--- config.mk ---
export PLATFORM = sky130hd
export DESIGN_NAME = cache_line_store
export DESIGN_NICKNAME = d
export VERILOG_FILES = /design/src/rtl/cache_pkg.sv /design/src/rtl/cache_line_store.sv
export SDC_FILE = /design/constraint.sdc
export NUM_CORES = 2
export LEC_CHECK = 0
export BUFFER_PORTS_ARGS = -buffer_cell sky130_fd_sc_hd__buf_2
export CAP_MARGIN = 20
export CORE_AREA = 2 2 498 500
export DETAILED_ROUTE_END_ITERATION = 8
export DIE_AREA = 0 0 500 502
export SLEW_MARGIN = 20
export SYNTH_ARGS = -nofsm -noshare
export SYNTH_HDL_FRONTEND = slang
export SYNTH_SLANG_ARGS = --single-unit
--- constraint.sdc ---
create_clock -name clk -period 4.9 [get_ports clk]
set_input_delay 0.98 -clock clk [delete_from_list [all_inputs] [get_ports clk]]
set_output_delay 0.98 -clock clk [all_outputs]
set_load 0.1 [all_outputs]
--- src/rtl/cache_pkg.sv ---
`default_nettype none

package cache_pkg;

    localparam int ADDR_W    = 10;
    localparam int DATA_W    = 32;
    localparam int LINES     = 64;
    localparam int INDEX_W   = 6;
    localparam int TAG_W     = 2;
    localparam int INDEX_LSB = 2;                     // Word offset inside the byte address.
    localparam int TAG_LSB   = INDEX_LSB + INDEX_W;   // Tag sits above the line index.
    localparam int MEM_WORDS = 256;
    localparam int MEM_AW    = 8;
    localparam int MEM_DELAY = 16;
    localparam int DELAY_W   = $clog2(MEM_DELAY);

    typedef struct packed {
        logic              cyc;
        logic              stb;
        logic              we;
        logic [ADDR_W-1:0] adr;
        logic [DATA_W-1:0] dat;
    } wb_req_t;

    typedef struct packed {
        logic              ack;
        logic [DATA_W-1:0] dat;
    } wb_rsp_t;

    typedef struct packed {
        logic              rd;
        logic              wr;
        logic [ADDR_W-1:0] addr;
        logic [DATA_W-1:0] data;   // Also the word written into the line store.
    } mem_req_t;

    typedef struct packed {
        logic              busy;
        logic              ack;
        logic [DATA_W-1:0] data;
    } mem_rsp_t;

    typedef struct packed {
        logic              en;
        logic [MEM_AW-1:0] addr;
        logic [DATA_W-1:0] data;
    } mem_preload_t;

    typedef enum logic [1:0] {
        IDLE,
        FILL,
        WRITE_THROUGH,
        RESPOND
    } ctrl_state_t;

endpackage

`default_nettype wire

--- src/rtl/cache_line_store.sv ---
`timescale 1ns/100ps
`default_nettype none

module cache_line_store (
    input  logic                          clk,
    input  logic [cache_pkg::INDEX_W-1:0] index,
    input  logic                          we,
    input  logic [cache_pkg::DATA_W-1:0]  wdata,
    output logic [cache_pkg::DATA_W-1:0]  rdata
);
    import cache_pkg::*;

    logic [DATA_W-1:0] lines [LINES];

    // The read is combinational so a hit is answered in one cycle.
    assign rdata = lines[index];

    always_ff @(posedge clk) begin
        if (we) begin
            lines[index] <= wdata;
        end
    end

endmodule

`default_nettype wire

==> flow_summary.ini <==
[sta]
fin_crit_sh_pct = 98.9
layout_setup_ws_ns = 0.0543
timing.fmax_mhz = 206
drv_slew = 0
min_period_ns = 4.85
hold_viol = 0
relSlewSlack_pct = 23.2
worst_pin_slew_ns = 1.15
final-setup-viol-count = 0

[synth]
synth_edf_count = 2048
synth_cell_types = 55
synthXorXnorAreaFrac_pct = 0
synthAdderAreaFrac_pct = 0
yosys_warnings = 0
yosys_most_used_dff = edfxtp_1
synthMuxAreaShare_pct = 8.19
synth_compound_area_share_pct = 8.73
async_flop_share_pct = 0
synth_top_family_by_area = compound AO/OA/AOI/OAI gates
yosysSeqAreaShare_pct = 78.6
synth_nets = 4247
synthSimpleGateAreaFrac_pct = 2.83
ys_ff_latch = 2048
synthCells = 4207
synth_area_per_cell_um2 = 18.6
syn_area_um2 = 78300

[route]
drt-wirelength-per-cell_um = 27.0
wirelength_um = 215000
drc = 0
vias = 43300
ant_nets = 0
drtPass1Iterations = 8
drt_iter0_drc = 5305
vias_per_cell = 5.45

[placed_design]
dp_hpwl_um = 131000
place_ws_ns = -0.362
dpl_cell_area_um2 = 86000
gp_congestion = 0.833
dp.cells = 7589
io_buffers = 71

[flow_run]
max-cap-violations = 0

[floorplan]
pin_count = 72
die_y_um = 502
core_um2 = 245000
std_cell_rows = 182
die_w_um = 500
die_area_um2 = 251000
start_util_pct = 31.9

[pwr]
p_total_mw = 36.4
peakVddDrop_mv = 0.284
cellLeakagePower_nw = 29.6
pwr_density_cell_nw_per_um2 = 395

[global_routing]
grt_max_degree = 83
grt_overflow = 0
grt_pass1_wl_um = 310000
grt_usage_pct = 16.8
grt_pass1_vias = 42900
antenna_found_initial = 11

[cells_and_area]
regMostFlops = lines
fin_util_pct = 37.6
top_regs = lines x2048
nFillCells = 22200
fin_area_um2 = 92300
final_common_cell = edfxtp_1
instances_no_fill = 7952
drive_above_1_share_pct = 23.0
largest_register_ff_count = 2048
most-common-layout-cells = 2048 x edfxtp_1, 326 x buf_4, 257 x mux2i_1
nets = 4602
area_growth_pct = 17.9

[worst_setup_path]
startpoint_type = primary input
path_buf_inv = 8
critical_path.top_delay_family = buffers and inverters
cp_common_cell = buf_4
path_class = in2out
crit_chain = buf_12 -> buf_12 -> buf_4 -> buf_4 -> nand2_1 -> nor2_1 -> buf_4 -> buf_4 -> a22oi_1 -> a31oi_1 -> a2111oi_1 -> buf_4 -> nand3_1 -> buf_2
cp.arrival_ns = 3.87
crit_fanout = 20
crit_path_end_kind = output pin
max_stage_delay_ns = 0.48
crit_slowest_cell = a2111oi_1
required_ns = 3.92

[clock_tree]
post_cts_buffers = 0
cts.sinks = 2048
cts_tree = built
numCtsBuffers = 191
clockRootBuffer = clkbuf_16
clk_pin_slew_ns = 0.06
clockBufferDepth = 3
cts_hold_buf = 0
htreeDepth = 4

[run_status]
status = finished, final reports clean

[min_path]
hp-class = in2reg
hold_depth = 1
hold_path_startpoint = wdata[11]
hold_end = lines[41][11]
how the worst max path moves through the flow:
stage | depth (start not counted) | end | start
2_1_floorplan | 11 | rdata[0] | index[2]
3_3_place_gp | 10 | rdata[18] | index[2]
3_5_place_dp | 12 | rdata[22] | index[0]
4_1_cts | 8 | rdata[25] | index[0]
5_1_grt | 14 | rdata[28] | index[0]
6_report | 14 | rdata[12] | index[0]
per-layer routing:
metal | share of wire (%) | track usage [%] | vias up | routed length, um
met5 | 0.012 | 0 | - | 26
met4 | 2.5 | 4.60 | 4 | 5310
met3 | 8.0 | 2.85 | 294 | 17300
met2 | 47 | 26.8 | 1971 | 101000
met1 | 42 | 23.6 | 22800 | 91100
li1 | - | - | 18300 | -
final cells by class:
| class | instances | area (um^2) | area share (%) |
|---|---|---|---|
| clock inverter | 133 | 1090 | 1.18 |
| antenna | 6 | 15.0 | 0.0163 |
| clock buffer | 224 | 4970 | 5.38 |
| sequential | 2048 | 61500 | 66.6 |
| tap | 3220 | 4030 | 4.36 |
| multi-input combinational | 1859 | 16200 | 17.5 |
| inverter | 2 | 15.0 | 0.0163 |
| timing repair buffer | 460 | 4500 | 4.87 |
cells in the mapped netlist, types with 16 or more instances:
library cell	instances	area [um^2]
a211oi_1	17	128
a21oi_1	121	606
a221oi_1	175	1530
a222oi_1	16	160
a22o_1	66	578
a22oi_1	188	1410
a31oi_1	43	269
and3_1	85	532
buf_1	33	124
buf_2	83	415
clkbuf_1	168	631
edfxtp_1	2048	61500
mux2_2	147	1660
mux2i_1	259	2590
mux4_2	96	2160
nand2_1	28	105
nand2b_1	18	113
nand3_1	54	270
nor2_1	145	544
nor3_1	22	110
o21ai_0	84	420
o22a_1	70	613
o22ai_1	93	582
cells by family (layout without fill, tap and decap cells):
family	Yosys count	after routing
simple gates	424	424
buf+inv	300	819
mux	502	502
flops	2048	2048
other cells	0	6
compound gates	933	933
power by group:
group          internal (mW)  switching [mW]  total [mW]
combinational          0.804            1.67        2.48
clock                   8.01            6.52        14.5
sequential              19.4          0.0260        19.4
through the flow:
stage / hold slack (ns) / setup TNS, ns
global route: 0.574 / -0.0526
global placement: 1.40 / -2.66
detailed placement: 1.42 / -1.83
CTS: 0.550 / 0
floorplan: 1.08 / 0
finish: 0.592 / 0
what timing repair did:
item	CTS	global route
gates resized for setup	21	23
cloned	0	0
pin swaps	0	0
setup endpoints to repair	17	15
Power figures use the tool's default switching activity.
