**config.mk**
```make
export PLATFORM = sky130hd
export DESIGN_NAME = cache_tag_store
export DESIGN_NICKNAME = d
export VERILOG_FILES = /design/src/rtl/cache_pkg.sv /design/src/rtl/cache_tag_store.sv
export SDC_FILE = /design/constraint.sdc
export NUM_CORES = 1
export LEC_CHECK = 0
export BUFFER_PORTS_ARGS = -buffer_cell sky130_fd_sc_hd__buf_2
export CORE_MARGIN = 1.5
export CORE_UTILIZATION = 50
export CTS_CLUSTER_SIZE = 16
export DETAILED_ROUTE_END_ITERATION = 8
export GPL_ROUTABILITY_DRIVEN = 0
export PLACE_DENSITY = 0.69
export SYNTH_ARGS = -nofsm -noshare
export SYNTH_HDL_FRONTEND = slang
export SYNTH_SLANG_ARGS = --single-unit
export TNS_END_PERCENT = 5
```
**constraint.sdc**
```tcl
create_clock -name clk -period 4.15 [get_ports clk]
set_input_delay 0.83 -clock clk [delete_from_list [all_inputs] [get_ports clk]]
set_output_delay 0.83 -clock clk [all_outputs]
set_load 0.02 [all_outputs]
```
**src/rtl/cache_pkg.sv**
```systemverilog
`default_nettype none

package cache_pkg;

    localparam int ADDR_W    = 10;
    localparam int DATA_W    = 32;
    localparam int LINES     = 64;
    localparam int INDEX_W   = 6;
    localparam int TAG_W     = 2;
    localparam int INDEX_LSB = 2;                     // Word offset inside the byte address.
    localparam int TAG_LSB   = INDEX_LSB + INDEX_W;   // Tag sits above the line index.
    localparam int MEM_WORDS = 256;
    localparam int MEM_AW    = 8;
    localparam int MEM_DELAY = 16;
    localparam int DELAY_W   = $clog2(MEM_DELAY);

    typedef struct packed {
        logic              cyc;
        logic              stb;
        logic              we;
        logic [ADDR_W-1:0] adr;
        logic [DATA_W-1:0] dat;
    } wb_req_t;

    typedef struct packed {
        logic              ack;
        logic [DATA_W-1:0] dat;
    } wb_rsp_t;

    typedef struct packed {
        logic              rd;
        logic              wr;
        logic [ADDR_W-1:0] addr;
        logic [DATA_W-1:0] data;   // Also the word written into the line store.
    } mem_req_t;

    typedef struct packed {
        logic              busy;
        logic              ack;
        logic [DATA_W-1:0] data;
    } mem_rsp_t;

    typedef struct packed {
        logic              en;
        logic [MEM_AW-1:0] addr;
        logic [DATA_W-1:0] data;
    } mem_preload_t;

    typedef enum logic [1:0] {
        IDLE,
        FILL,
        WRITE_THROUGH,
        RESPOND
    } ctrl_state_t;

endpackage

`default_nettype wire

```
**src/rtl/cache_tag_store.sv**
```systemverilog
`timescale 1ns/100ps
`default_nettype none

module cache_tag_store (
    input  logic                         clk,
    input  logic                         rst,
    input  logic [cache_pkg::ADDR_W-1:0] adr,
    input  logic                         update,
    output logic                         hit
);
    import cache_pkg::*;

    logic [LINES-1:0]   valid;
    logic [TAG_W-1:0]   tags [LINES];
    logic [INDEX_W-1:0] index;
    logic [TAG_W-1:0]   tag;

    assign index = adr[TAG_LSB-1:INDEX_LSB];
    assign tag   = adr[ADDR_W-1:TAG_LSB];

    assign hit = valid[index] && (tags[index] == tag);

    always_ff @(posedge clk or posedge rst) begin
        if (rst) begin
            valid <= '0;   // Every line starts out empty.
        end else if (update) begin
            valid[index] <= 1'b1;
        end
    end

    always_ff @(posedge clk) begin
        if (update) begin
            tags[index] <= tag;
        end
    end

    // Only a read miss refills a line.
    a_update_on_miss : assert property (@(posedge clk) disable iff (rst)
        update |-> !hit)
        else $error("line refilled although the lookup hit");

    // A refilled line hits while the same address stays on the lookup port.
    a_hit_after_update : assert property (@(posedge clk) disable iff (rst)
        update ##1 $stable(adr) |-> hit)
        else $error("refilled line does not hit");

endmodule

`default_nettype wire

```
==> results by group, run 1 <==
Placement
  – Final HPWL DP: 12100 µm
  – DP Cell Count: 786
  – Port Buf Inserts: 11

Global routing
  – Grt total ovfl: 0
  – GRT Resource Usage Total: 0.235
  – Vias in the first global route: 4800
  – Largest net degree at the start of global routing: 65
  – Antenna violations before repair: 0
  – Global-route wire length before repair: 28200 µm

Clock network
  – Root buffer cell: clkbuf_16
  – CTS clk-pin slew, worst paths: 0.06 ns
  – Deepest clock path buffer count: 2
  – CTS tree: yes
  – Max H-tree Level: 4
  – CTS Sinks: 192
  – Clk_lat worst skew: 0.43 ns
  – CTS Buf Count: 17
  – Hold buffer count at CTS: 0

Die
  – Ports: 14
  – Die Area: 0.0169 mm²
  – Initial Utilization: 0.509
  – Die X: approximately 130 µm
  – Row Count: 46
  – Die height: 130 µm
  – Core ar.: between 0.015 and 0.02 mm²

Worst setup path
  – WP data arrival: 3.11 ns
  – CP Launch Type: input pin
  – WP data required: 3.32 ns
  – Setup crit end kind: primary output
  – Setup Crit Path Kind: input pin to primary output
  – Worst-path maximum fanout: 23

Timing
  – Hold Fails Final Rpt: 0
  – Final Skew: 0 ns
  – Setup TNS: 0 ns
  – Fmax: about 250 MHz
  – Final min period: 3.94 ns
  – Setup violators final: 0
  – RSZ-0062 raised after global routing: false
  – Max-slew violations: 0
  – Rel. slew slack: 0.332
  – Worst slew pin tran: 1.00 ns
  – Final worst-path cycle share: 0.950
  – Hold Slack: 0.465 ns

Yosys
  – Library cells used by synthesis: 49
  – Main synth FF type: edfxtp_1
  – Async SR Flop Fraction: 0.333
  – Seq cells post-synth: 192
  – Synth warn: 0
  – Gate Count Post-Synth: between 500 and 600
  – Number of synthesized flops with an enable pin: 128
  – Post-synth net total: 572
  – Syn Area/Cell: about 14 µm²
  – Post-Syn Area: roughly 0.008 mm²
  – Seq/Total Area, Yosys: 0.676

Route
  – Routed vias: 4766
  – Drt pass-1 iters: 4
  – DRT antenna net count: 0
  – Wire length per cell: between 20 and 25 µm
  – DRT iter0 DRCs: 540
  – Vias per cell: just under 6
  – DRC: 0
  – Final WL: 18200 µm

Layout
  – Layout Nets: 602
  – Post-Layout Cell Count: roughly 820
  – Fillers: approximately 1300
  – P&R area growth vs syn: 12.8%
  – Multi-input gate area: 0.00244 mm²
  – Fraction of layout cells with a size suffix above 1: 0.289
  – Sequential Area: 0.00545 mm²
  – Final core utilization: 0.574
  – # diodes: 0

Power and ir drop
  – Peak supply drop: 0.317 mV
  – Pwr/cell area: between 400 and 500 mW/mm²
  – Tot Pwr: 4.31 mW
  – P_leak: 3.43 nW

Run
  – Maxcap violations: 0

Min path
  – Hold Path Class: flip-flop to flip-flop

Run status
  – Status: finished, final reports clean
## metal layers
metal / share of wire / wire length, µm / global-route usage / up-vias
li1: - / - / - / 2128
met1: 0.43 / 7790 / 0.326 / 2427
met2: 0.48 / 8830 / 0.369 / 180
met3: 0.067 / 1220 / 0.0476 / 31
met4: 0.020 / 373 / 0.0902 / 0
met5: 0 / 0 / 0 / -
## per-stage QoR
| step | cell area [µm²] | setup slack [ns] |
|---|---|---|
| 3_3_place_gp | 8470 | 0.124 |
| 3_5_place_dp | 8470 | 0.100 |
| 2_1_floorplan | 8050 | 0.725 |
| 4_1_cts | 9080 | 0.100 |
| 6_report | 9080 | 0.206 |
| 5_1_grt | 9080 | 0.0596 |
## where the power goes
group          internal, mW  total, mW  leakage, nW  switching, mW
clock network         0.993       1.67        0.300          0.679
registers              2.17       2.23         1.95         0.0592
logic                 0.199      0.405         1.18          0.205
total                  3.37       4.31         3.43          0.943
## registers in the layout (all words and copies together) (netlist names)
| name | count |
|---|---|
| valid | 64 |
| tags | 128 |
## Yosys cell counts, types with 6 or more instances
library cell,instances,share of area
a21oi_1,11,0.0068
a22oi_1,8,0.0075
buf_2,8,0.0050
clkbuf_1,12,0.0056
dfrtp_1,64,0.20
edfxtp_1,128,0.48
mux2_2,9,0.013
mux2i_1,43,0.053
mux4_2,19,0.053
nand2_1,14,0.0065
nand2b_1,7,0.0054
nand3_1,8,0.0050
nor2_1,76,0.035
nor2b_1,6,0.0047
nor3_1,10,0.0062
or2_2,67,0.052
## worst paths after layout
path | start | to | slack [ns] | cells past startpoint
max | adr[2] | hit | 0.21 | 9
min | valid[43] | valid[43] | 0.46 | 1
max reg2reg | valid[48] | valid[48] | 3.34 | 1
min reg2reg | valid[43] | valid[43] | 0.46 | 1
max in group asynchronous | rst | valid[22] | 2.62 | 3
min in group asynchronous | rst | valid[34] | 0.63 | 2
## placed cells by master, fill, tap and decap left out, types with 4 or more instances in the layout
master	Yosys	layout
clkbuf_16	0	17
o22ai_1	4	4
mux2_2	9	9
nand2_1	14	14
nand3_1	8	8
nor2b_1	6	6
a21oi_1	11	11
nor4_1	5	5
edfxtp_1	128	128
nand2b_1	7	7
or2_2	67	67
o32ai_1	5	5
dfrtp_1	64	64
buf_4	1	27
nor2_1	76	76
nor3_1	10	10
mux4_2	19	19
nand3b_1	4	4
buf_2	8	10
mux2i_1	43	43
a22oi_1	8	8
clkinv_2	0	4
## layout make-up
cell class              count  area share
clock inverters            10      0.0149
multi-input cells         335       0.269
well taps                 216      0.0297
flip-flops and latches    192       0.599
inverters                   3     0.00124
clock buffers              22      0.0522
repair buffers             40      0.0335
## what timing repair did
action,CTS,global route
setup endpoints to repair,0,1
resized for setup,0,1
endpoints found under the hold margin,0,0
buffers inserted,0,0
## worst max-delay path, cell delays in order
cell and delay (ns):
buf_6 0.27, buf_4 0.35, buf_4 0.20, mux4_2 0.52, nand2_1 0.09, nand4_1 0.11, nor4_1 0.46, nor3_2 0.09
buf_2 0.18
## kinds of logic (layout without fill, tap and decap cells)
family                    count (synthesis)  count (layout)  share of synthesized area
buffers and inverters                    32              75                     0.0204
muxes                                    71              71                      0.119
xor gates and xnor gates                  2               2                    0.00218
AOI/OAI and AO/OA                        48              48                     0.0426
and+or+nand+nor                         214             214                      0.140
DFF                                     192             192                      0.676
Power figures use the tool's default switching activity.
==> inputs of run 2 (changes only) <==
--- a/config.mk
+++ b/config.mk
@@ -6,7 +6,7 @@
 export NUM_CORES = 1
 export LEC_CHECK = 0
 export BUFFER_PORTS_ARGS = -buffer_cell sky130_fd_sc_hd__buf_2
-export CORE_MARGIN = 1.5
+export CORE_MARGIN = 10
 export CORE_UTILIZATION = 50
 export CTS_CLUSTER_SIZE = 16
 export DETAILED_ROUTE_END_ITERATION = 8
==> constraint.sdc (replaced) <==
create_clock -name clk -period 4.4 [get_ports clk]
set_input_delay 0.88 -clock clk [delete_from_list [all_inputs] [get_ports clk]]
set_output_delay 0.88 -clock clk [all_outputs]
set_load 0.02 [all_outputs]
==> run 2 against run 1 <==
Net effect:
- flip-flop and latch count unchanged
- setup slack improved by 0.11 ns
- first-iteration DRC count is 2.2% lower
- largest power group unchanged
- clock skew unchanged
- highest routed layer unchanged
==> results by group, run 2 (same netlist as run 1, synthesis figures left out) <==
Run status
  – Status: finished, final reports clean

Layout
  – # diodes: 0 (unchanged)
  – Multi-input gate area: 0.00244 mm² (unchanged)
  – P&R area growth vs syn: 11.1%
  – Fillers: 1272 (+1.4%)
  – Commonest non-fill, non-tap cells in the layout: edfxtp_1 (128), nor2_1 (76), or2_2 (67), dfrtp_1 (64), mux2i_1 (43)
  – Max FFs per register: 128 (unchanged)
  – Largest regs: tags x128, valid x64
  – Layout Nets: 590 (-2.0%)
  – Commonest non-fill, non-tap cell in the layout: edfxtp_1
  – Reg with most FFs: tags
  – Fraction of layout cells with a size suffix above 1: 0.271 (-0.0179)
  – Final core utilization: 0.565 (-0.00854)
  – Sequential Area: 0.00545 mm² (unchanged)

Power and ir drop
  – P_leak: 3.36 nW (-2.2%)
  – Peak supply drop: 0.277 mV (-13%)
  – Clock share of power: 0.375 (-0.013)
  – Sequential power share: 0.531 (+0.013)
  – Sw frac: 0.228 (+0.00877)
  – Switching Power: 0.904 mW (-4.2%)
  – Combinational power share: 0.094 (about the same)
  – Design internal power: 3.07 mW (-8.9%)
  – Pwr/cell area: 443 mW/mm² (-6.5%)

Timing
  – RSZ-0062 raised after global routing: false
  – Setup TNS: 0 ns (unchanged)
  – Final worst-path cycle share: 0.928
  – Setup violators final: 0 (unchanged)
  – Hold Fails Final Rpt: 0 (unchanged)
  – Final min period: 4.08 ns
  – Fmax: 245 MHz
  – Worst slew pin tran: 0.895 ns (-0.106 ns)
  – Rel. slew slack: 0.403 (+0.0711)
  – Hold Slack: 0.465 ns (+0.000150 ns)
  – Final Skew: 0 ns (unchanged)
  – Max-slew violations: 0 (unchanged)

Worst setup path
  – CP Launch Type: input pin
  – WP data required: 3.52 ns (+0.20 ns)
  – Worst stage delay on the critical path: 0.54 ns (+0.02 ns)
  – CP Buf/Inv Count: 3 (-1)
  – Setup crit end kind: primary output
  – Top Family by Delay on Critical Path: buffers and inverters
  – Slowest-stage cell, CP: mux4_2
  – Critical path, cell by cell: buf_4 > buf_12 > mux4_2 > o211ai_1 > nand4_1 > nor4_2 > xnor2_1 > nor3_2 > buf_2
  – Worst-path maximum fanout: 30 (+30%)
  – Setup Crit Path Kind: input pin to primary output
  – WP data arrival: 3.20 ns (+0.09 ns)

Clock network
  – CTS resizes: 0 (unchanged)
  – Hold buffer count at CTS: 0 (unchanged)
  – CTS tree: yes
  – Deepest clock path buffer count: 2 (unchanged)
  – Clk_lat worst skew: 0.43 ns (about the same)
  – Max H-tree Level: 4 (unchanged)
  – CTS Sinks: 192 (unchanged)
  – Root buffer cell: clkbuf_16
  – CTS clk-pin slew, worst paths: 0.07 ns (about the same)
  – Number of post-CTS setup repair buffers: 0 (unchanged)
  – CTS Buf Count: 17 (unchanged)

Run
  – Maxcap violations: 0 (unchanged)

Route
  – DRC: 0 (unchanged)
  – Wire length per cell: 22.7 µm (+1.8%)
  – DRT iter0 DRCs: 528 (-2.2%)
  – Final WL: 18300 µm (+0.27%)
  – DRT antenna net count: 0 (unchanged)
  – Drt pass-1 iters: 5 (+1)
  – Vias per cell: 5.81 (-0.34%)
  – Routed vias: 4680 (-1.8%)

Die
  – Die Area: 0.0216 mm² (+28%)
  – Core ar.: 0.0158 mm² (unchanged)
  – Die X: 147 µm (+13%)
  – Ports: 14 (unchanged)
  – Row Count: 46 (unchanged)
  – Initial Utilization: 0.509 (unchanged)
  – Die height: 147 µm (+13%)

Global routing
  – Antenna violations before repair: 0 (unchanged)
  – Vias in the first global route: 4848 (+1.0%)
  – Global-route wire length before repair: 28600 µm (+1.7%)
  – Largest net degree at the start of global routing: 65 (unchanged)
  – GRT Resource Usage Total: 0.174 (-0.0608)
  – Grt total ovfl: 0 (unchanged)

Placement
  – Final HPWL DP: 12200 µm (+0.57%)
  – Port Buf Inserts: 11 (unchanged)

Min path
  – Hold Path Class: flip-flop to flip-flop
run 2: cell count changes in the layout (fill, tap and decap cells not counted), moves of 2 or more:
cell and change:
inv_6 +2, clkbuf_8 -3, clkinv_1 +3, buf_4 -11, clkinv_4 +2
run 2: layer usage:
| layer | track usage | wire [µm] | up-vias |
|---|---|---|---|
| met2 | 0.270 | 8740 | 161 |
| met1 | 0.232 | 7950 | 2373 |
| met5 | 0 | 0 | - |
| li1 | - | - | 2103 |
| met3 | 0.0384 | 1040 | 43 |
| met4 | 0.0733 | 535 | 0 |
run 2: worst paths after layout:
path	from	end	slack, ns	depth (start not counted)
setup / recovery	adr[2]	hit	0.32	9
hold / removal	valid[49]	valid[49]	0.46	1
setup reg to reg	valid[61]	valid[61]	3.58	1
hold reg to reg	valid[49]	valid[49]	0.46	1
max in group asynchronous	rst	valid[29]	2.86	3
min in group asynchronous	rst	valid[57]	0.64	2
run 2: power by group through the flow:
stage | Clock (mW) | Sequential [mW] | Combinational [mW]
after CTS | 1.51 | 2.11 | 0.374
final | 1.49 | 2.11 | 0.371
after global placement | 0 | 2.13 | 0.363
after detailed placement | 0 | 2.14 | 0.373
after floorplan | 0 | 2.12 | 0.267
after global routing | 1.59 | 2.12 | 0.403
run 2: final cells by class:
cell class / count / area share
multi-input combinational: 335 / 0.273
inverter: 3 / 0.00126
clock inverter: 14 / 0.0155
tap: 216 / 0.0302
timing repair buffer: 28 / 0.0235
clock buffer: 18 / 0.0480
sequential: 192 / 0.608
run 2: metrics by stage:
step                worst slack (ns)  total power [mW]  area [µm²]  instances
finish                         0.318              3.97        8950        806
global route                  0.0563              4.11        8950        806
CTS                            0.283              3.99        8950        806
detailed placement             0.283              2.52        8380        774
global placement               0.299              2.50        8380        774
floorplan                      0.875              2.39        8050        559
