### src/rtl/cache_pkg.sv
`default_nettype none

package cache_pkg;

    localparam int ADDR_W    = 10;
    localparam int DATA_W    = 32;
    localparam int LINES     = 64;
    localparam int INDEX_W   = 6;
    localparam int TAG_W     = 2;
    localparam int INDEX_LSB = 2;                     // Word offset inside the byte address.
    localparam int TAG_LSB   = INDEX_LSB + INDEX_W;   // Tag sits above the line index.
    localparam int MEM_WORDS = 256;
    localparam int MEM_AW    = 8;
    localparam int MEM_DELAY = 16;
    localparam int DELAY_W   = $clog2(MEM_DELAY);

    typedef struct packed {
        logic              cyc;
        logic              stb;
        logic              we;
        logic [ADDR_W-1:0] adr;
        logic [DATA_W-1:0] dat;
    } wb_req_t;

    typedef struct packed {
        logic              ack;
        logic [DATA_W-1:0] dat;
    } wb_rsp_t;

    typedef struct packed {
        logic              rd;
        logic              wr;
        logic [ADDR_W-1:0] addr;
        logic [DATA_W-1:0] data;   // Also the word written into the line store.
    } mem_req_t;

    typedef struct packed {
        logic              busy;
        logic              ack;
        logic [DATA_W-1:0] data;
    } mem_rsp_t;

    typedef struct packed {
        logic              en;
        logic [MEM_AW-1:0] addr;
        logic [DATA_W-1:0] data;
    } mem_preload_t;

    typedef enum logic [1:0] {
        IDLE,
        FILL,
        WRITE_THROUGH,
        RESPOND
    } ctrl_state_t;

endpackage

`default_nettype wire

### src/rtl/cache_ctrl.sv
`timescale 1ns/100ps
`default_nettype none

module cache_ctrl (
    input  logic                           clk,
    input  logic                           rst,
    input  cache_pkg::wb_req_t             wb_req,
    output cache_pkg::wb_rsp_t             wb_rsp,
    input  logic                           hit,
    input  logic [cache_pkg::DATA_W-1:0]   line_rdata,
    output logic                           tag_update,
    output logic                           line_we,
    output cache_pkg::mem_req_t            mem_req,
    input  cache_pkg::mem_rsp_t            mem_rsp
);
    import cache_pkg::*;

    ctrl_state_t       state;
    logic              issued;
    logic              rsp_ack;
    logic [DATA_W-1:0] rsp_dat;
    logic [ADDR_W-1:0] req_adr;
    logic [DATA_W-1:0] req_dat;
    logic              start;
    logic              hit_done;
    logic              fill_done;
    logic              wr_done;
    logic              rd_go;
    logic              wr_go;

    assign start     = (state == IDLE) && wb_req.cyc && wb_req.stb;
    // The first cycle of FILL is the tag lookup. A hit never touches memory.
    assign hit_done  = (state == FILL) && !issued && hit;
    assign rd_go     = (state == FILL) && !issued && !hit;
    assign wr_go     = (state == WRITE_THROUGH) && !issued;
    assign fill_done = (state == FILL) && issued && mem_rsp.ack;
    assign wr_done   = (state == WRITE_THROUGH) && issued && mem_rsp.ack;

    always_comb begin
        mem_req.rd   = rd_go;
        mem_req.wr   = wr_go;
        mem_req.addr = req_adr;
        // During a fill the memory read data goes to the line store.
        mem_req.data = (state == FILL) ? mem_rsp.data : req_dat;
    end

    assign tag_update = fill_done;
    assign line_we    = fill_done || (wr_go && hit);   // Write hit updates the line at issue.

    always_ff @(posedge clk or posedge rst) begin
        if (rst) begin
            state   <= IDLE;
            issued  <= 1'b0;
            rsp_ack <= 1'b0;
        end else begin
            case (state)
                IDLE: begin
                    issued <= 1'b0;
                    if (start) begin
                        state <= wb_req.we ? WRITE_THROUGH : FILL;
                    end
                end
                FILL: begin
                    if (rd_go) begin
                        issued <= 1'b1;
                    end
                    if (hit_done || fill_done) begin
                        rsp_ack <= 1'b1;
                        state   <= RESPOND;
                    end
                end
                WRITE_THROUGH: begin
                    if (wr_go) begin
                        issued <= 1'b1;
                    end
                    if (wr_done) begin
                        rsp_ack <= 1'b1;
                        state   <= RESPOND;
                    end
                end
                RESPOND: begin
                    rsp_ack <= 1'b0;   // Ack is high for this one cycle only.
                    state   <= IDLE;
                end
                default: begin
                    state <= IDLE;
                end
            endcase
        end
    end

    always_ff @(posedge clk) begin
        if (start) begin
            req_adr <= wb_req.adr;
            req_dat <= wb_req.dat;
        end
        if (hit_done) begin
            rsp_dat <= line_rdata;
        end else if (fill_done) begin
            rsp_dat <= mem_rsp.data;
        end
    end

    assign wb_rsp = '{ack: rsp_ack, dat: rsp_dat};

    // The master must still hold its cycle when the cache answers.
    a_ack_in_cycle : assert property (@(posedge clk) disable iff (rst)
        wb_rsp.ack |-> (wb_req.cyc && wb_req.stb))
        else $error("bus acknowledge outside of an active bus cycle");

    // Memory has finished the previous operation before a new one starts.
    a_req_not_busy : assert property (@(posedge clk) disable iff (rst)
        (mem_req.rd || mem_req.wr) |-> !mem_rsp.busy)
        else $error("memory request issued while the memory is busy");

endmodule

`default_nettype wire

### config.mk
export PLATFORM = sky130hd
export DESIGN_NAME = cache_ctrl
export DESIGN_NICKNAME = d
export VERILOG_FILES = /design/src/rtl/cache_pkg.sv /design/src/rtl/cache_ctrl.sv
export SDC_FILE = /design/constraint.sdc
export NUM_CORES = 1
export LEC_CHECK = 0
export BUFFER_PORTS_ARGS = -buffer_cell sky130_fd_sc_hd__buf_2
export CAP_MARGIN = 5
export CORE_ASPECT_RATIO = 1.4
export CORE_MARGIN = 3
export CORE_UTILIZATION = 45
export CTS_CLUSTER_SIZE = 16
export DETAILED_ROUTE_END_ITERATION = 12
export GPL_TIMING_DRIVEN = 0
export PLACE_DENSITY_LB_ADDON = 0.05
export SLEW_MARGIN = 20
export SYNTH_ARGS = -nofsm -noshare
export SYNTH_HDL_FRONTEND = slang
export SYNTH_SLANG_ARGS = --single-unit
### constraint.sdc
create_clock -name clk -period 2.6 [get_ports clk]
set_input_delay 0.52 -clock clk [delete_from_list [all_inputs] [get_ports clk]]
set_output_delay 0.52 -clock clk [all_outputs]
set_load 0.05 [all_outputs]
==> impl_metrics.json, run 1 <==
{
  "dpl_cell_area_sq_mm": 0.004604,
  "core_region_area_sq_mm": 0.007453,
  "fin_skew_ps": 9.027,
  "grt_pass1_vias": 2582,
  "fin_nets": 511,
  "numCtsBuffers": 9,
  "pin_count": 193,
  "gr-total-overflow": 0,
  "synth_seq_cells": 78,
  "initial_core_util_pct": 47.02,
  "synth_cells": 190,
  "antenna_found_initial": 0,
  "post_cts_buffers": 0,
  "critical_path_class": "reg2out",
  "netlist_area_sq_mm": 0.003505,
  "grt_pass1_wl_mm": 12.73,
  "yosysSeqAreaShare_pct": 66.26,
  "clockBufferDepth": 2,
  "critical-path-max-stage-delay_ps": 410,
  "tritoncts": "done",
  "dieArea_sq_mm": 0.008898,
  "firstDrtPassIters": 4,
  "finalSetupViolations": 0,
  "yosys.area.top_type": "edfxtp_1",
  "ctsHoldBuffers": 0,
  "grt_max_degree": 35,
  "pre_cts_slack_ps": 197.0,
  "cpMostUsedCell": "buf_6",
  "antennaDiodeCount": 0,
  "synthTopCellsByArea": "edfxtp_1 63%, mux2_4 12%, mux2_2 11%",
  "grt_setup_unrepaired": "no",
  "first_iter_violations": 127,
  "wire_per_inst_microns": 16.97,
  "ant_nets": 0,
  "power_density_mw_per_mm2": 999.9,
  "crit_path_max_fanout": 10,
  "synth_cell_types": 26,
  "cp_cell_sequence": "inv_1 -> ha_4 -> buf_6 -> buf_6 -> mux2_2 -> buf_2",
  "final_common_cell": "buf_2",
  "fin_ws_ps": 115.2,
  "fin_crit_ps": 2485,
  "worst_slew_margin_rel_pct": 49.81,
  "ys_warn_count": 0,
  "final_area_sq_mm": 0.004812,
  "die_width_microns": 80.59,
  "totalPowerFinal_mw": 4.812,
  "final_cell_mix": "191 x buf_2, 74 x edfxtp_1, 35 x mux2_2",
  "syn_to_final_growth_pct": 37.31,
  "worst_pin_slew_ps": 750.2,
  "worstPathRequired_ps": 2080,
  "via_count": 2383,
  "routabilityCongestion": 0.8079,
  "hold_viol": 0,
  "cp_slowest_cell": "dfrtp_1",
  "drc_errors": 0,
  "syn_avg_cell_area_sq_um": 18.45,
  "startpoint_type": "register",
  "die_h_microns": 110.4,
  "power_leakage_nw": 2.177,
  "ir_worst_vdd_mv": 0.6267,
  "htree_num_levels": 3,
  "hpwlAfterDp_mm": 6.510,
  "end_kind": "primary output",
  "clockRootBuffer": "clkbuf_8",
  "grt_usage_pct": 19.55,
  "insertion_delay_ps": 350,
  "min_path_type": "in2async",
  "fmax_mhz": 402.4,
  "holdWs_ps": 42.85,
  "clkTransAtPathRegs_ps": 70,
  "timing.final.crit_share_pct": 95.57,
  "drive_above_1_share_pct": 71.72,
  "port_buffers": 191,
  "cts.sinks": 78,
  "avgViaCountPerCell": 4.834,
  "outcome": "completed",
  "slew_violations": 0,
  "synth_fp_nets": 308,
  "wirelength_mm": 8.366,
  "worstPathArrival_ps": 1960,
  "drv_cap": 0,
  "synth_top_area_share_pct": 63.41,
  "rows": 37
}
[worst max-delay path: cells and delay by family (launching register included)]
family	cells	cell delay, ps
fa+ha+maj	1	180
mux	1	350
flops	1	410
buf+inv	4	670
[kinds of logic (layout without fill, tap and decap cells)]
logic type / count (synthesis) / after routing / share of synthesized area (%)
AOI/OAI and AO/OA: 17 / 17 / 3.642
adders and majority gates: 4 / 4 / 1.428
buffers and inverters: 18 / 224 / 3.285
DFF: 78 / 78 / 66.26
muxes: 64 / 64 / 23.67
and+or+nand+nor: 9 / 9 / 1.714
[power by group]
| group | internal (mW) | total [mW] | switching [mW] |
|---|---|---|---|
| combinational | 0.759 | 2.31 | 1.55 |
| sequential | 1.61 | 1.67 | 0.0555 |
| clock | 0.428 | 0.830 | 0.403 |
| total | 2.80 | 4.81 | 2.01 |
[layout make-up]
class	instances	area [sq um]
Timing Repair Buffer	192	980.9
Multi-Input combinational cell	94	1092
Sequential cell	78	2322
Inverter	7	26.28
Clock buffer	11	131.4
Fill cell	581	2641
Buffer	11	100.1
Tap cell	97	121.4
Clock inverter	3	37.54
[registers in the layout (all words and copies together) (netlist names)]
register	count
rsp_ack	1
req_dat	32
state	2
rsp_dat	32
issued	1
req_adr	10
[path summary, 6_finish.rpt]
| kind | start | end | slack [ps] | depth (start not counted) |
|---|---|---|---|---|
| worst max-delay path | state[1] | mem_req[21] | 120 | 6 |
| worst min-delay path | rst | state[0] | 40 | 2 |
| worst max register to register | state[1] | rsp_dat[27] | 470 | 6 |
| worst min register to register | rsp_ack | rsp_ack | 600 | 2 |
| max in group asynchronous | rst | issued | 2410 | 2 |
| min in group clk | wb_req[19] | req_dat[19] | 340 | 1 |
[stage by stage]
| step | TNS (ps) | util [%] | cells |
|---|---|---|---|
| 2_1_floorplan | 0 | - | 190 |
| 3_3_place_gp | -6864 | 61.47 | 478 |
| 3_5_place_dp | 0 | 61.78 | 479 |
| 4_1_cts | 0 | 64.31 | 493 |
| 5_1_grt | 0 | 64.56 | 493 |
| 6_report | 0 | 64.56 | 493 |
[metal layers]
| layer | vias to the layer above | global-route usage (%) | wire length [microns] |
|---|---|---|---|
| li1 | 1139 | - | - |
| met1 | 1111 | 19.92 | 2899 |
| met2 | 119 | 34.46 | 4477 |
| met3 | 14 | 6.688 | 789 |
| met4 | 0 | 9.696 | 199 |
| met5 | - | 0 | 0 |
[cell usage after synthesis (all sizes together)]
cell type / instances
nand3b: 1
a211oi: 1
o21ai: 4
a21oi: 1
edfxtp: 74
inv: 7
o31a: 1
nand3: 3
ha: 4
nor3b: 1
o22a: 2
o221a: 1
mux2: 64
a21boi: 2
o32ai: 1
nor2: 1
a2bb2oi: 2
nand2b: 1
o221ai: 1
nand2: 2
dfrtp: 4
o21a: 1
buf: 11
[repair_timing]
item                                    CTS  global route
pin swaps                                 0             0
endpoints found under the setup margin   19            19
gates resized for setup                   6             3
No activity file was read; power rests on OpenSTA's default activity.
==> run 2, diff against run 1 <==
- CORE_UTILIZATION: 45 -> 48
- clock period: 2.6 -> 2.9 ns (I/O delays scaled with it)
==> run 2 against run 1 <==
  * Sequential share of layout area decreased by 0.39 points
  * Sequential power decreased by 11%
  * Utilization increased by 4.5 points
  * Worst setup slack improved by 91 ps
==> impl_metrics.json, run 2 (same netlist as run 1, synthesis figures left out) <==
{
  "port_buffers": 191,
  "power_leakage_nw": 2.209,
  "seq_area_sq_mm": 0.002322,
  "worst_slew_margin_rel_pct": 46.28,
  "end_kind": "primary output",
  "fin_ws_ps": 206.1,
  "startpoint_type": "register",
  "numCtsBuffers": 9,
  "via_count": 2419,
  "firstDrtPassIters": 4,
  "final_common_cell": "buf_2",
  "hold_viol": 0,
  "grt_max_degree": 33,
  "route.met2.wl_mm": 4.418,
  "worst_pin_slew_ps": 803.0,
  "fmax_mhz": 371.2,
  "fillers": 540,
  "die_h_microns": 107.1,
  "fin_cells": 493,
  "timing.rr.end": "rsp_dat[16]",
  "drive_above_1_share_pct": 72.36,
  "wirelength_mm": 8.051,
  "core_region_area_sq_mm": 0.007027,
  "drv_cap": 0,
  "min_path_type": "in2async",
  "critical-path-max-stage-delay_ps": 420,
  "regToRegSetupSlack_ps": 520,
  "grt_pass1_wl_mm": 12.16,
  "pin_count": 193,
  "r2r-start": "state[1]",
  "multiInputGateArea_sq_mm": 0.001072,
  "fin_crit_ps": 2694,
  "dieArea_sq_mm": 0.008377,
  "critical_path.top_delay_family": "buffers and inverters",
  "clockRootBuffer": "clkbuf_8",
  "wire_per_inst_microns": 16.33,
  "gr-total-overflow": 0,
  "wl_met1_mm": 2.771,
  "cts.sinks": 78,
  "htree_num_levels": 3,
  "routabilityCongestion": 0.9022,
  "wl_met3_microns": 644,
  "clkTransAtPathRegs_ps": 70,
  "cpMostUsedCell": "buf_4",
  "pre_cts_slack_ps": 463.8,
  "critical_path_class": "reg2out",
  "rows": 36,
  "grt_setup_unrepaired": "no",
  "avgViaCountPerCell": 4.907,
  "power_density_mw_per_mm2": 924.4,
  "slew_violations": 0,
  "totalPowerFinal_mw": 4.484,
  "worstPathArrival_ps": 2110,
  "ant_nets": 0,
  "antenna_found_initial": 1,
  "fin_nets": 511,
  "cp_cell_sequence": "inv_1 -> ha_2 -> buf_4 -> buf_4 -> mux2_2 -> buf_2",
  "hpwlAfterDp_mm": 6.132,
  "ctsHoldBuffers": 0,
  "grt_pass1_vias": 2435,
  "outcome": "completed",
  "first_iter_violations": 133,
  "cp_slowest_cell": "dfrtp_1",
  "die_width_microns": 78.22,
  "final_cell_mix": "192 x buf_2, 74 x edfxtp_1, 35 x mux2_2",
  "finalSetupViolations": 0,
  "rr_worst_depth": 6,
  "post_cts_buffers": 0,
  "reg_top3": "req_dat (32), rsp_dat (32), req_adr (10)",
  "initial_core_util_pct": 49.88,
  "timing.final.crit_share_pct": 92.89,
  "antennaDiodeCount": 0,
  "path_buf_inv": 4,
  "tns_ps": 0,
  "fin_util_pct": 69.03,
  "clockBufferDepth": 2,
  "grt_usage_pct": 19.50,
  "fin_skew_ps": 5.767,
  "drc_errors": 0,
  "crit_path_max_fanout": 10,
  "ir_worst_vdd_mv": 0.6108,
  "top_layer": "met5",
  "syn_to_final_growth_pct": 38.41,
  "worstPathRequired_ps": 2320,
  "tritoncts": "done",
  "dp_cells": 477,
  "insertion_delay_ps": 350
}
[run 2: cell types whose count changed in the layout (fill, tap and decap cells not counted), sizes merged]
| cell | delta |
|---|---|
| clkbuf | -1 |
| buf | -1 |
| bufinv | +2 |
| clkinv | +1 |
| clkinvlp | +1 |
[run 2: report_power, final]
part | leakage [nW] | internal [mW] | switching, mW | total (mW)
registers | 0.719 | 1.45 | 0.0441 | 1.49
logic | 1.37 | 0.662 | 1.39 | 2.05
clock network | 0.119 | 0.566 | 0.380 | 0.946
total | 2.21 | 2.67 | 1.81 | 4.48
[run 2: layer usage]
layer | GRT usage (%) | vias to the layer above
met2 | 35.54 | 120
met1 | 20.09 | 1137
met5 | 0 | -
li1 | - | 1144
met4 | 8.375 | 2
met3 | 6.555 | 16
[run 2: cell type report]
class,count,area share [%]
inverter,7,0.5417
clock buffer,9,2.554
timing repair buffer,192,20.33
tap,95,2.450
buffer,11,1.831
sequential,78,47.87
clock inverter,7,2.321
multi-input combinational,94,22.10
[run 2: stage by stage]
stage                     cell area, sq um  hold slack, ps
final                                 4851           109.6
after global routing                  4851           102.6
after CTS                             4846           93.08
after detailed placement              4609           482.3
after global placement                4579           480.9
after floorplan                       3505           346.1
[run 2: timing repair]
action / in CTS / in global routing
gates resized for setup: 0 / 2
hold endpoints to repair: 0 / 0
setup endpoints to repair: 0 / 1
[run 2: worst max path at each step]
stage,from,to,slack (ps),depth (start not counted)
2_1_floorplan,state[0],line_we,450,4
3_3_place_gp,state[1],rsp_dat[17],60,6
3_5_place_dp,state[1],rsp_dat[18],460,6
4_1_cts,state[1],mem_req[43],120,7
5_1_grt,state[1],mem_req[43],50,7
6_report,state[1],mem_req[20],210,6
